## config.mk

```make
export PLATFORM = sky130hd
export DESIGN_NAME = sifhTop
export DESIGN_NICKNAME = d
export VERILOG_FILES = /design/src/hdl/sifhCfgPkg.sv /design/src/hdl/sifhTypesPkg.sv /design/src/hdl/sifhEventFifo.sv /design/src/hdl/sifhHistBuilder.sv /design/src/hdl/sifhPeakFinder.sv /design/src/hdl/sifhRamArbiter.sv /design/src/hdl/sifhBinRam.sv /design/src/hdl/sifhTop.sv
export SDC_FILE = /design/constraint.sdc
export NUM_CORES = 2
export LEC_CHECK = 0
export ABC_AREA = 1
export BUFFER_PORTS_ARGS = -buffer_cell sky130_fd_sc_hd__buf_2
export CAP_MARGIN = 20
export CORE_MARGIN = 3
export CORE_UTILIZATION = 31
export DETAILED_ROUTE_END_ITERATION = 10
export PLACE_DENSITY = 0.52
export SETUP_SLACK_MARGIN = 0.2
export SYNTH_ARGS = -nofsm -noshare
export SYNTH_HDL_FRONTEND = slang
export SYNTH_SLANG_ARGS = --single-unit
export TNS_END_PERCENT = 30
```

## constraint.sdc

```tcl
create_clock -name clk -period 4.88 [get_ports clk]
set_input_delay 0.488 -clock clk [delete_from_list [all_inputs] [get_ports clk]]
set_output_delay 0.488 -clock clk [all_outputs]
set_load 0.05 [all_outputs]
```

## src/hdl/sifhCfgPkg.sv

```systemverilog
package sifhCfgPkg;

    // photon timestamp from the front end
    localparam int tsWidth = 10;

    // pixel group sharing one bin RAM
    localparam int pixelCount = 4;
    localparam int pixelBits = $clog2(pixelCount);

    // bin index taken from the timestamp msbs
    localparam int binBits = 5;
    localparam int binCount = 2 ** binBits;

    // saturating bin counters
    localparam int countWidth = 5;
    localparam int countMax = 2 ** countWidth - 1;

    // ping-pong banks, bank bit is the address msb
    localparam int bankCount = 2;
    localparam int addrWidth = 1 + pixelBits + binBits;

    // input buffer depth, equal to the sender's initial credits
    localparam int fifoDepth = 4;
    localparam int fifoPtrBits = $clog2(fifoDepth);

    // frame tag on markers and results
    localparam int frameIdWidth = 8;

endpackage

```

## src/hdl/sifhTypesPkg.sv

```systemverilog
package sifhTypesPkg;

    // both views of the event body are this wide
    localparam int bodyWidth = sifhCfgPkg::pixelBits + sifhCfgPkg::tsWidth;
    localparam int markerPad = bodyWidth - sifhCfgPkg::frameIdWidth;

    typedef struct packed {
        logic [sifhCfgPkg::pixelBits-1:0] pixel;
        logic [sifhCfgPkg::tsWidth-1:0] ts;
    } photonEvent;

    typedef struct packed {
        logic [markerPad-1:0] pad;
        logic [sifhCfgPkg::frameIdWidth-1:0] frameId;
    } markerEvent;

    // isMarker in the event word selects the view
    typedef union packed {
        photonEvent photon;
        markerEvent marker;
    } eventBody;

    typedef struct packed {
        logic isMarker;
        eventBody body;
    } eventWord;

    typedef struct packed {
        logic req;
        logic [sifhCfgPkg::addrWidth-1:0] addr;
    } ramReadReq;

    typedef struct packed {
        logic req;
        logic [sifhCfgPkg::addrWidth-1:0] addr;
        logic [sifhCfgPkg::countWidth-1:0] count;
    } ramWriteReq;

    typedef struct packed {
        logic valid;
        logic [sifhCfgPkg::frameIdWidth-1:0] frameId;
        logic [sifhCfgPkg::pixelBits-1:0] pixel;
        logic [sifhCfgPkg::binBits-1:0] bin;
        logic [sifhCfgPkg::countWidth-1:0] count;
    } peakResult;

endpackage

```

## src/hdl/sifhEventFifo.sv

```systemverilog
module sifhEventFifo (
    input  logic clk,
    input  logic rst,
    input  logic push,
    input  sifhTypesPkg::eventWord pushWord,
    input  logic pop,
    output logic headValid,
    output sifhTypesPkg::eventWord headWord,
    output logic evCredit
);

    sifhTypesPkg::eventWord mem [sifhCfgPkg::fifoDepth];

    logic [sifhCfgPkg::fifoPtrBits-1:0] wrPtr;
    logic [sifhCfgPkg::fifoPtrBits-1:0] rdPtr;
    // one extra bit so a full buffer is distinct from empty
    logic [sifhCfgPkg::fifoPtrBits:0] used;
    logic doPop;

    assign headValid = (used != 0);
    assign headWord = mem[rdPtr];
    // pop of an empty buffer is ignored
    assign doPop = pop && headValid;
    // one credit back to the sender per entry taken
    assign evCredit = doPop;

    always_ff @(posedge clk) begin
        if (rst) begin
            wrPtr <= '0;
            rdPtr <= '0;
            used <= '0;
        end else begin
            // pointers wrap, depth is a power of two
            if (push) wrPtr <= wrPtr + 1'b1;
            if (doPop) rdPtr <= rdPtr + 1'b1;
            if (push && !doPop) used <= used + 1'b1;
            else if (!push && doPop) used <= used - 1'b1;
        end
    end

    always_ff @(posedge clk) begin
        if (push) mem[wrPtr] <= pushWord;
    end

    // sender keeps to its credits, so a push never finds the buffer full
    aNoOverflow : assert property (
        @(posedge clk) disable iff (rst)
        push |-> (used < sifhCfgPkg::fifoDepth)
    ) else $error("event pushed into a full input buffer");

endmodule

```

## src/hdl/sifhHistBuilder.sv

```systemverilog
module sifhHistBuilder (
    input  logic clk,
    input  logic rst,
    input  logic headValid,
    input  sifhTypesPkg::eventWord headWord,
    output logic pop,
    output sifhTypesPkg::ramReadReq rdReq,
    input  logic rdGrant,
    input  logic [sifhCfgPkg::countWidth-1:0] rdData,
    output sifhTypesPkg::ramWriteReq wrReq,
    input  logic wrGrant,
    input  logic scanBusy,
    output logic scanStart,
    output logic scanBank,
    output logic [sifhCfgPkg::frameIdWidth-1:0] scanFrameId
);

    // boot states wait out the finder's initial clear of both banks
    typedef enum logic [2:0] {
        sBoot,
        sBootWait,
        sIdle,
        sRead,
        sData,
        sWrite
    } bldState;

    bldState state;
    logic bank;
    logic [sifhCfgPkg::addrWidth-1:0] binAddr;
    logic [sifhCfgPkg::countWidth-1:0] newCount;
    sifhTypesPkg::photonEvent ph;
    logic headPhoton;
    logic headMarker;

    assign ph = headWord.body.photon;
    assign headPhoton = headValid && !headWord.isMarker;
    assign headMarker = headValid && headWord.isMarker;

    // marker only hands over once the finder is free
    assign scanStart = (state == sIdle) && headMarker && !scanBusy;
    assign scanBank = bank;
    assign scanFrameId = headWord.body.marker.frameId;
    // photon popped when its RMW starts
    assign pop = scanStart || ((state == sIdle) && headPhoton);

    always_comb begin
        rdReq.req = (state == sRead);
        rdReq.addr = binAddr;
        wrReq.req = (state == sWrite);
        wrReq.addr = binAddr;
        wrReq.count = newCount;
    end

    always_ff @(posedge clk) begin
        if (rst) begin
            state <= sBoot;
            bank <= 1'b0;
        end else begin
            case (state)
                sBoot: if (scanBusy) state <= sBootWait;
                sBootWait: if (!scanBusy) state <= sIdle;
                sIdle: begin
                    // new frame goes to the other bank
                    if (scanStart) bank <= ~bank;
                    else if (headPhoton) state <= sRead;
                end
                sRead: if (rdGrant) state <= sData;
                sData: state <= sWrite;
                sWrite: if (wrGrant) state <= sIdle;
                default: state <= sIdle;
            endcase
        end
    end

    always_ff @(posedge clk) begin
        // address from bank, pixel and timestamp msbs
        if (state == sIdle && headPhoton) begin
            binAddr <= {bank, ph.pixel, ph.ts[sifhCfgPkg::tsWidth-1 -: sifhCfgPkg::binBits]};
        end
        // read data valid here
        // count holds at countMax
        if (state == sData) begin
            if (rdData == sifhCfgPkg::countWidth'(sifhCfgPkg::countMax)) newCount <= rdData;
            else newCount <= rdData + 1'b1;
        end
    end

    // an idle finder goes busy on the cycle after a start
    aStartWhenFree : assert property (
        @(posedge clk) disable iff (rst)
        scanStart |=> scanBusy
    ) else $error("scanStart not taken by an idle peak finder");

endmodule

```

## src/hdl/sifhPeakFinder.sv

```systemverilog
module sifhPeakFinder (
    input  logic clk,
    input  logic rst,
    input  logic scanStart,
    input  logic scanBank,
    input  logic [sifhCfgPkg::frameIdWidth-1:0] scanFrameId,
    output logic scanBusy,
    output sifhTypesPkg::ramReadReq rdReq,
    input  logic rdGrant,
    input  logic [sifhCfgPkg::countWidth-1:0] rdData,
    output sifhTypesPkg::ramWriteReq wrReq,
    input  logic wrGrant,
    output sifhTypesPkg::peakResult peak
);

    typedef enum logic [1:0] {
        sIdle,
        sRead,
        sData,
        sWrite
    } finState;

    finState state;
    // initial clear of both banks is pending after reset
    logic initPending;
    // clear scan, no results
    logic silent;
    logic [sifhCfgPkg::addrWidth-1:0] addr;
    logic [sifhCfgPkg::frameIdWidth-1:0] frameId;
    logic [sifhCfgPkg::binBits-1:0] maxBin;
    logic [sifhCfgPkg::countWidth-1:0] maxCount;
    logic resValid;
    logic [sifhCfgPkg::pixelBits-1:0] resPixel;
    logic [sifhCfgPkg::binBits-1:0] resBin;
    logic [sifhCfgPkg::countWidth-1:0] resCount;
    logic [sifhCfgPkg::frameIdWidth-1:0] resFrame;
    logic binLast;
    logic addrLast;
    logic writeDone;

    assign binLast = &addr[sifhCfgPkg::binBits-1:0];
    // clear scan spans both banks, a normal scan one
    assign addrLast = silent ? (&addr) : (&addr[sifhCfgPkg::addrWidth-2:0]);
    assign writeDone = (state == sWrite) && wrGrant;
    assign scanBusy = (state != sIdle);

    always_comb begin
        rdReq.req = (state == sRead);
        rdReq.addr = addr;
        // clear behind the read
        wrReq.req = (state == sWrite);
        wrReq.addr = addr;
        wrReq.count = '0;
        peak.valid = resValid;
        peak.frameId = resFrame;
        peak.pixel = resPixel;
        peak.bin = resBin;
        peak.count = resCount;
    end

    always_ff @(posedge clk) begin
        if (rst) begin
            state <= sIdle;
            initPending <= 1'b1;
            silent <= 1'b0;
            resValid <= 1'b0;
        end else begin
            // one result per pixel, after its last bin is cleared
            resValid <= writeDone && binLast && !silent;
            case (state)
                sIdle: begin
                    if (initPending) begin
                        initPending <= 1'b0;
                        silent <= 1'b1;
                        state <= sRead;
                    end else if (scanStart) begin
                        silent <= 1'b0;
                        state <= sRead;
                    end
                end
                sRead: if (rdGrant) state <= sData;
                sData: state <= sWrite;
                sWrite: if (wrGrant) state <= addrLast ? sIdle : sRead;
                default: state <= sIdle;
            endcase
        end
    end

    always_ff @(posedge clk) begin
        if (state == sIdle) begin
            if (initPending) addr <= '0;
            else if (scanStart) addr <= {scanBank, {(sifhCfgPkg::addrWidth-1){1'b0}}};
            frameId <= scanFrameId;
        end else if (writeDone) begin
            addr <= addr + 1'b1;
        end
        // bin 0 restarts the max, strict compare keeps the lowest bin on ties
        if (state == sData && (addr[sifhCfgPkg::binBits-1:0] == 0 || rdData > maxCount)) begin
            maxBin <= addr[sifhCfgPkg::binBits-1:0];
            maxCount <= rdData;
        end
        if (writeDone && binLast) begin
            resFrame <= frameId;
            resPixel <= addr[sifhCfgPkg::binBits +: sifhCfgPkg::pixelBits];
            resBin <= maxBin;
            resCount <= maxCount;
        end
    end

endmodule

```

## src/hdl/sifhRamArbiter.sv

```systemverilog
module sifhRamArbiter (
    input  logic clk,
    input  logic rst,
    input  sifhTypesPkg::ramReadReq bldRd,
    input  sifhTypesPkg::ramReadReq finRd,
    input  sifhTypesPkg::ramWriteReq bldWr,
    input  sifhTypesPkg::ramWriteReq finWr,
    output logic bldRdGrant,
    output logic finRdGrant,
    output logic bldWrGrant,
    output logic finWrGrant,
    output sifhTypesPkg::ramReadReq ramRd,
    output sifhTypesPkg::ramWriteReq ramWr
);

    // set when the finder won the port last
    logic rdLastFin;
    logic wrLastFin;
    logic [1:0] rdPick;
    logic [1:0] wrPick;

    // grant bit 0 is the builder and bit 1 the finder
    // on contention the last loser wins
    function automatic logic [1:0] rrPick(input logic reqBld, input logic reqFin,
                                          input logic lastFin);
        logic [1:0] g;
        g = 2'b00;
        if (reqBld && reqFin) g = lastFin ? 2'b01 : 2'b10;
        else if (reqBld) g = 2'b01;
        else if (reqFin) g = 2'b10;
        return g;
    endfunction

    always_comb begin
        rdPick = rrPick(bldRd.req, finRd.req, rdLastFin);
        wrPick = rrPick(bldWr.req, finWr.req, wrLastFin);
        bldRdGrant = rdPick[0];
        finRdGrant = rdPick[1];
        bldWrGrant = wrPick[0];
        finWrGrant = wrPick[1];
        // winner drives the port
        ramRd = rdPick[1] ? finRd : bldRd;
        ramRd.req = |rdPick;
        ramWr = wrPick[1] ? finWr : bldWr;
        ramWr.req = |wrPick;
    end

    always_ff @(posedge clk) begin
        if (rst) begin
            rdLastFin <= 1'b0;
            wrLastFin <= 1'b0;
        end else begin
            if (|rdPick) rdLastFin <= rdPick[1];
            if (|wrPick) wrLastFin <= wrPick[1];
        end
    end

    // denied peer keeps its request and takes the port next cycle
    aRdAlternate : assert property (
        @(posedge clk) disable iff (rst)
        (bldRd.req && finRd.req) |=> (bldRdGrant != $past(bldRdGrant))
            && (finRdGrant != $past(finRdGrant))
    ) else $error("read port not passed to the waiting peer");

    aWrAlternate : assert property (
        @(posedge clk) disable iff (rst)
        (bldWr.req && finWr.req) |=> (bldWrGrant != $past(bldWrGrant))
            && (finWrGrant != $past(finWrGrant))
    ) else $error("write port not passed to the waiting peer");

endmodule

```

## src/hdl/sifhBinRam.sv

```systemverilog
module sifhBinRam (
    input  logic clk,
    input  sifhTypesPkg::ramReadReq ramRd,
    input  sifhTypesPkg::ramWriteReq ramWr,
    output logic [sifhCfgPkg::countWidth-1:0] rdData
);

    localparam int ramDepth = sifhCfgPkg::bankCount * sifhCfgPkg::pixelCount
                              * sifhCfgPkg::binCount;

    // bank, pixel, bin order in the address
    logic [sifhCfgPkg::countWidth-1:0] mem [ramDepth];

    always_ff @(posedge clk) begin
        if (ramWr.req) mem[ramWr.addr] <= ramWr.count;
    end

    // registered read, old value on a same-address write
    always_ff @(posedge clk) begin
        if (ramRd.req) rdData <= mem[ramRd.addr];
    end

endmodule

```

## src/hdl/sifhTop.sv

```systemverilog
module sifhTop (
    input  logic clk,
    input  logic rst,
    input  logic evValid,
    input  sifhTypesPkg::eventWord evWord,
    output logic evCredit,
    output sifhTypesPkg::peakResult peak
);

    logic headValid;
    sifhTypesPkg::eventWord headWord;
    logic pop;

    // builder to finder hand-off
    logic scanStart;
    logic scanBank;
    logic [sifhCfgPkg::frameIdWidth-1:0] scanFrameId;
    logic scanBusy;

    // peer requests and grants
    sifhTypesPkg::ramReadReq bldRd;
    sifhTypesPkg::ramReadReq finRd;
    sifhTypesPkg::ramWriteReq bldWr;
    sifhTypesPkg::ramWriteReq finWr;
    logic bldRdGrant;
    logic finRdGrant;
    logic bldWrGrant;
    logic finWrGrant;

    // RAM side
    sifhTypesPkg::ramReadReq ramRd;
    sifhTypesPkg::ramWriteReq ramWr;
    logic [sifhCfgPkg::countWidth-1:0] rdData;

    sifhEventFifo uFifo (
        .clk(clk), .rst(rst),
        .push(evValid), .pushWord(evWord),
        .pop(pop), .headValid(headValid), .headWord(headWord),
        .evCredit(evCredit)
    );

    sifhHistBuilder uBuilder (
        .clk(clk), .rst(rst),
        .headValid(headValid), .headWord(headWord), .pop(pop),
        .rdReq(bldRd), .rdGrant(bldRdGrant), .rdData(rdData),
        .wrReq(bldWr), .wrGrant(bldWrGrant),
        .scanBusy(scanBusy), .scanStart(scanStart),
        .scanBank(scanBank), .scanFrameId(scanFrameId)
    );

    sifhPeakFinder uFinder (
        .clk(clk), .rst(rst),
        .scanStart(scanStart), .scanBank(scanBank), .scanFrameId(scanFrameId),
        .scanBusy(scanBusy),
        .rdReq(finRd), .rdGrant(finRdGrant), .rdData(rdData),
        .wrReq(finWr), .wrGrant(finWrGrant),
        .peak(peak)
    );

    sifhRamArbiter uArbiter (
        .clk(clk), .rst(rst),
        .bldRd(bldRd), .finRd(finRd), .bldWr(bldWr), .finWr(finWr),
        .bldRdGrant(bldRdGrant), .finRdGrant(finRdGrant),
        .bldWrGrant(bldWrGrant), .finWrGrant(finWrGrant),
        .ramRd(ramRd), .ramWr(ramWr)
    );

    // read data fans out to both peers
    sifhBinRam uRam (
        .clk(clk),
        .ramRd(ramRd), .ramWr(ramWr),
        .rdData(rdData)
    );

endmodule

```

==> results.py <==
metrics = {
    "power": {
        "pwr-share-seq_pct": 37.6,
        "intPower_mw": 23.7,
        "netSwitchingFraction_pct": 37.0,
        "comb_power_share_pct": 32.2,
        "power_leakage_nw": 27.6,
        "peakVddDrop_uv": 431,
        "power.density_mw_per_mm2": 537,
        "switching_power_mw": 14.0,
        "clockPowerShare_pct": 30.2,
    },
    "clock_tree": {
        "cts_sinks": 1416,
        "cts_resized": 0,
        "htree_levels": 4,
        "clk_latency_ps": 800,
        "cts_inserted_buffers": 153,
        "cts.clk_slew.worst_paths_ps": 60,
        "cts_root_buf": "clkbuf_16",
        "cts_buffer_depth": 3,
        "tritoncts": "done",
    },
    "synthesis": {
        "synthSimpleGateAreaFrac_pct": 20.9,
        "synth-xor-area-share_pct": 0.0283,
        "yosysWarningCount": 0,
        "syn_inst": 5983,
        "synth_mux_area_share_pct": 0.0182,
        "synth_seq_cells": 1416,
        "synth_compound_area_share_pct": 1.66,
        "seq_area_frac_synth_pct": 68.3,
        "avgSynthCellArea_um2": 10.4,
        "synth_adder_area_share_pct": 0.416,
        "synth_top_family_by_area": "simple AND/OR/NAND/NOR gates",
        "synth_cell_types": 41,
        "syn-cell-area_mm2": 0.0620,
        "syn_nets": 6019,
    },
    "status": {
        "status": "finished clean",
    },
    "cells_and_area": {
        "fin_area_mm2": 0.0701,
        "nNetsFinal": 5997,
        "drive_above_1_share_pct": 6.57,
        "n_fill_cell": 19564,
        "area_delta_synth_final_pct": 13.1,
    },
    "placed_design": {
        "preCtsSetupSlack_ps": 637,
        "gp_congestion": 0.823,
        "hpwl_um": 103000,
        "dpl_cell_area_mm2": 0.0651,
        "portBuffers": 37,
    },
    "setup_path": {
        "reg2reg_depth": 18,
        "crit_top_cell": "nand3_1",
        "cp_max_fo": 66,
        "crit_chain": "inv_1 > ha_1 > nand2_1 > inv_2 > nand2_4 > nand2_8 > nand2_1 > nand2_8 > buf_12 > nand2_1 > nand3_1 > nand3_1 > nand3_1 > nand3_1 > nand3_1 > nand3_1 > nand3_1 > nand2_1",
        "slowest_stage": "nand2_8",
        "reg2reg_to": "uRam.rdData[3]$_DFFE_PP_",
        "r2r_start": "uFinder.state[1]$_SDFFE_PP0P_",
        "cpLargestDelayFamily": "simple AND/OR/NAND/NOR gates",
        "critPathArrivalTime_ps": 4870,
        "critPathKind": "flip-flop to flip-flop",
        "ff2ff_setup_slack_ps": 560,
        "cp-start-kind": "flip-flop",
        "max_stage_delay_ps": 520,
        "cp.required_ps": 5430,
        "crit_path_end_kind": "flip-flop",
        "path_buf_inv": 3,
    },
    "sta": {
        "finClkSkew_ps": 32.9,
        "setup_violations": 0,
        "timing.final.ws_setup_ps": 559,
        "finalHoldViolations": 0,
        "drv_slew": 0,
        "timing.hold.ws_ps": 88.2,
        "min_period_ps": 4320,
        "worst_slew_pin_slew_ps": 1190,
        "fin_crit_sh_pct": 88.5,
        "setup_tns_ps": 0,
        "relSlewSlack_pct": 20.9,
        "grt_setup_unrepaired": "false",
        "fmax_mhz": 231,
    },
    "worst_hold_path": {
        "hold_start": "evValid",
        "hold_path.class": "input pin to flip-flop",
        "holdPathEnd": "uFifo.wrPtr[0]$_SDFFE_PP0P_",
        "min_path_cells": 3,
    },
    "route": {
        "viasPerCell": 4.75,
        "final_antenna_net_count": 0,
        "routed_wirelength_um": 177000,
        "first_pass_iters": 8,
        "drc_errors": 0,
        "drt_iter0_drc": 3793,
        "avgRoutedWirePerCell_um": 20.3,
        "num_vias": 41406,
    },
    "global_routing": {
        "grt_pass1_vias": 40328,
        "gr-usage-all-layers_pct": 17.1,
        "grt_first_pass_wirelength_um": 264000,
        "grt_start_max_net_pins": 161,
        "overflow": 0,
        "antenna_found_initial": 5,
    },
    "floorplanning": {
        "initial_utilization_pct": 31.3,
        "core_mm2": 0.198,
        "fp.dieH_um": 453,
        "die_w_um": 453,
        "row_count": 163,
        "pin_count": 38,
        "dieArea_mm2": 0.205,
    },
    "job": {
        "drv_cap": 0,
    },
}
==> cell usage after synthesis (all sizes together) <==
| cell type | instances | share of area, % |
|---|---|---|
| o21bai | 2 | 0.024 |
| a211oi | 1 | 0.012 |
| clkbuf | 73 | 0.44 |
| edfxtp | 1396 | 68 |
| xor2 | 1 | 0.014 |
| nand4 | 1 | 0.010 |
| or2 | 3 | 0.030 |
| o21ai | 109 | 0.94 |
| o22ai | 13 | 0.13 |
| dfxtp | 20 | 0.65 |
| a21oi | 18 | 0.15 |
| nor3 | 8 | 0.065 |
| buf | 251 | 2.2 |
| a21o | 3 | 0.036 |
| nand2 | 1567 | 9.6 |
| nand3 | 1119 | 9.1 |
| clkinv | 2 | 0.012 |
| o211ai | 26 | 0.32 |
| nor2 | 340 | 2.1 |
| xnor2 | 1 | 0.014 |
| ha | 19 | 0.38 |
| fa | 1 | 0.032 |
| a21boi | 1 | 0.012 |
| mux2 | 1 | 0.018 |
| o32ai | 1 | 0.014 |
| nor4 | 1 | 0.010 |
| o2111ai | 1 | 0.014 |
| inv | 1003 | 6.1 |
| a32oi | 1 | 0.014 |
==> logic make-up after synthesis <==
kind of cell | Yosys count
adders and majority gates | 20
muxes | 1
DFF | 1416
AOI/OAI and AO/OA | 176
and+or+nand+nor | 3039
xor gates and xnor gates | 2
buffers and inverters | 1329
==> layer usage <==
| metal | routed length, um | up-vias | track usage [%] |
|---|---|---|---|
| li1 | - | 19593 | - |
| met1 | 76500 | 20253 | 22.8 |
| met2 | 84700 | 1295 | 28.3 |
| met3 | 11600 | 265 | 3.05 |
| met4 | 4520 | 0 | 5.05 |
| met5 | 0 | - | 0 |
==> power groups by stage <==
stage / Combinational [mW] / Sequential [mW] / Clock, mW
finish: 12.1 / 14.1 / 11.4
floorplan: 7.73 / 14.4 / 0
CTS: 12.2 / 14.1 / 11.6
global placement: 12.1 / 14.4 / 0
global route: 13.3 / 14.2 / 12.1
detailed placement: 12.1 / 14.4 / 0
==> cells in the final DEF (no fill, tap or decap), drive strengths merged, types with 7 or more instances in the layout <==
master / Yosys / final
ha: 19 / 19
clkinv: 2 / 72
dlygate4sd3: 0 / 14
edfxtp: 1396 / 1396
nand2: 1567 / 1567
o21ai: 109 / 109
nand3: 1119 / 1119
o22ai: 13 / 13
clkbuf: 73 / 182
buf: 251 / 133
nor2: 340 / 340
dfxtp: 20 / 20
nor3: 8 / 8
a21oi: 18 / 18
o211ai: 26 / 26
inv: 1003 / 1009
bufinv: 0 / 13
clkinvlp: 0 / 7
==> stage by stage <==
| step | power [mW] | utilization [%] | cells |
|---|---|---|---|
| floorplan | 22.1 | - | 5983 |
| global placement | 26.5 | 32.9 | 8431 |
| detailed placement | 26.5 | 32.9 | 8431 |
| CTS | 38.0 | 35.4 | 8723 |
| global route | 39.6 | 35.4 | 8724 |
| finish | 37.7 | 35.4 | 8726 |
==> area by class of cell <==
type                    instances  area, um^2  area share [%]
diodes                          2        5.00         0.00714
clock buffers                 182        4020            5.74
clock inverters                96         848            1.21
inverters                    1005        3820            5.44
multi-input cells            3238       14300            20.4
flip-flops and latches       1416       42300            60.4
well taps                    2640        3300            4.71
repair buffers                147        1460            2.09
==> flip-flops by register name, summed over array words and instances, names as in the netlist, 2 cells and up, named ones only <==
name	flops
uRam.rdData	5
uFinder.addr	8
uFinder.resCount	5
uFifo.wrPtr	2
uFinder.state	2
uFinder.resBin	5
uFinder.frameId	8
uFifo.used	3
uFinder.resFrame	8
uBuilder.newCount	5
uRam.mem	1280
uFinder.resPixel	2
uBuilder.binAddr	8
uFinder.maxBin	5
uFinder.maxCount	5
uBuilder.state	3
uFifo.mem	52
uFifo.rdPtr	2
==> worst max-delay path by stage <==
stage	from	endpoint	slack, ps	cells after the start
6_report	uFinder.state[1]$_SDFFE_PP0P_	uRam.rdData[3]$_DFFE_PP_	560	18
3_3_place_gp	uFinder.state[1]$_SDFFE_PP0P_	uRam.rdData[3]$_DFFE_PP_	660	18
2_1_floorplan	uBuilder.state[0]$_SDFFE_PP0P_	uRam.mem[0][0]$_DFFE_PP_	210	9
5_1_grt	uFinder.state[1]$_SDFFE_PP0P_	uRam.rdData[3]$_DFFE_PP_	320	18
3_5_place_dp	uFinder.state[1]$_SDFFE_PP0P_	uRam.rdData[3]$_DFFE_PP_	640	18
4_1_cts	uFinder.state[1]$_SDFFE_PP0P_	uRam.rdData[3]$_DFFE_PP_	640	18
==> tightest hold or removal path: cells and delay by family <==
family                 cells  cell delay [ps]
AOI/OAI and AO/OA          1               70
buffers and inverters      2              250
==> timing repair <==
action / in CTS / in global routing
hold buffers: 14 / 0
hold endpoints to repair: 58 / 0
buffers inserted: 0 / 0
Note: power is estimated with default switching activity, not from simulation.
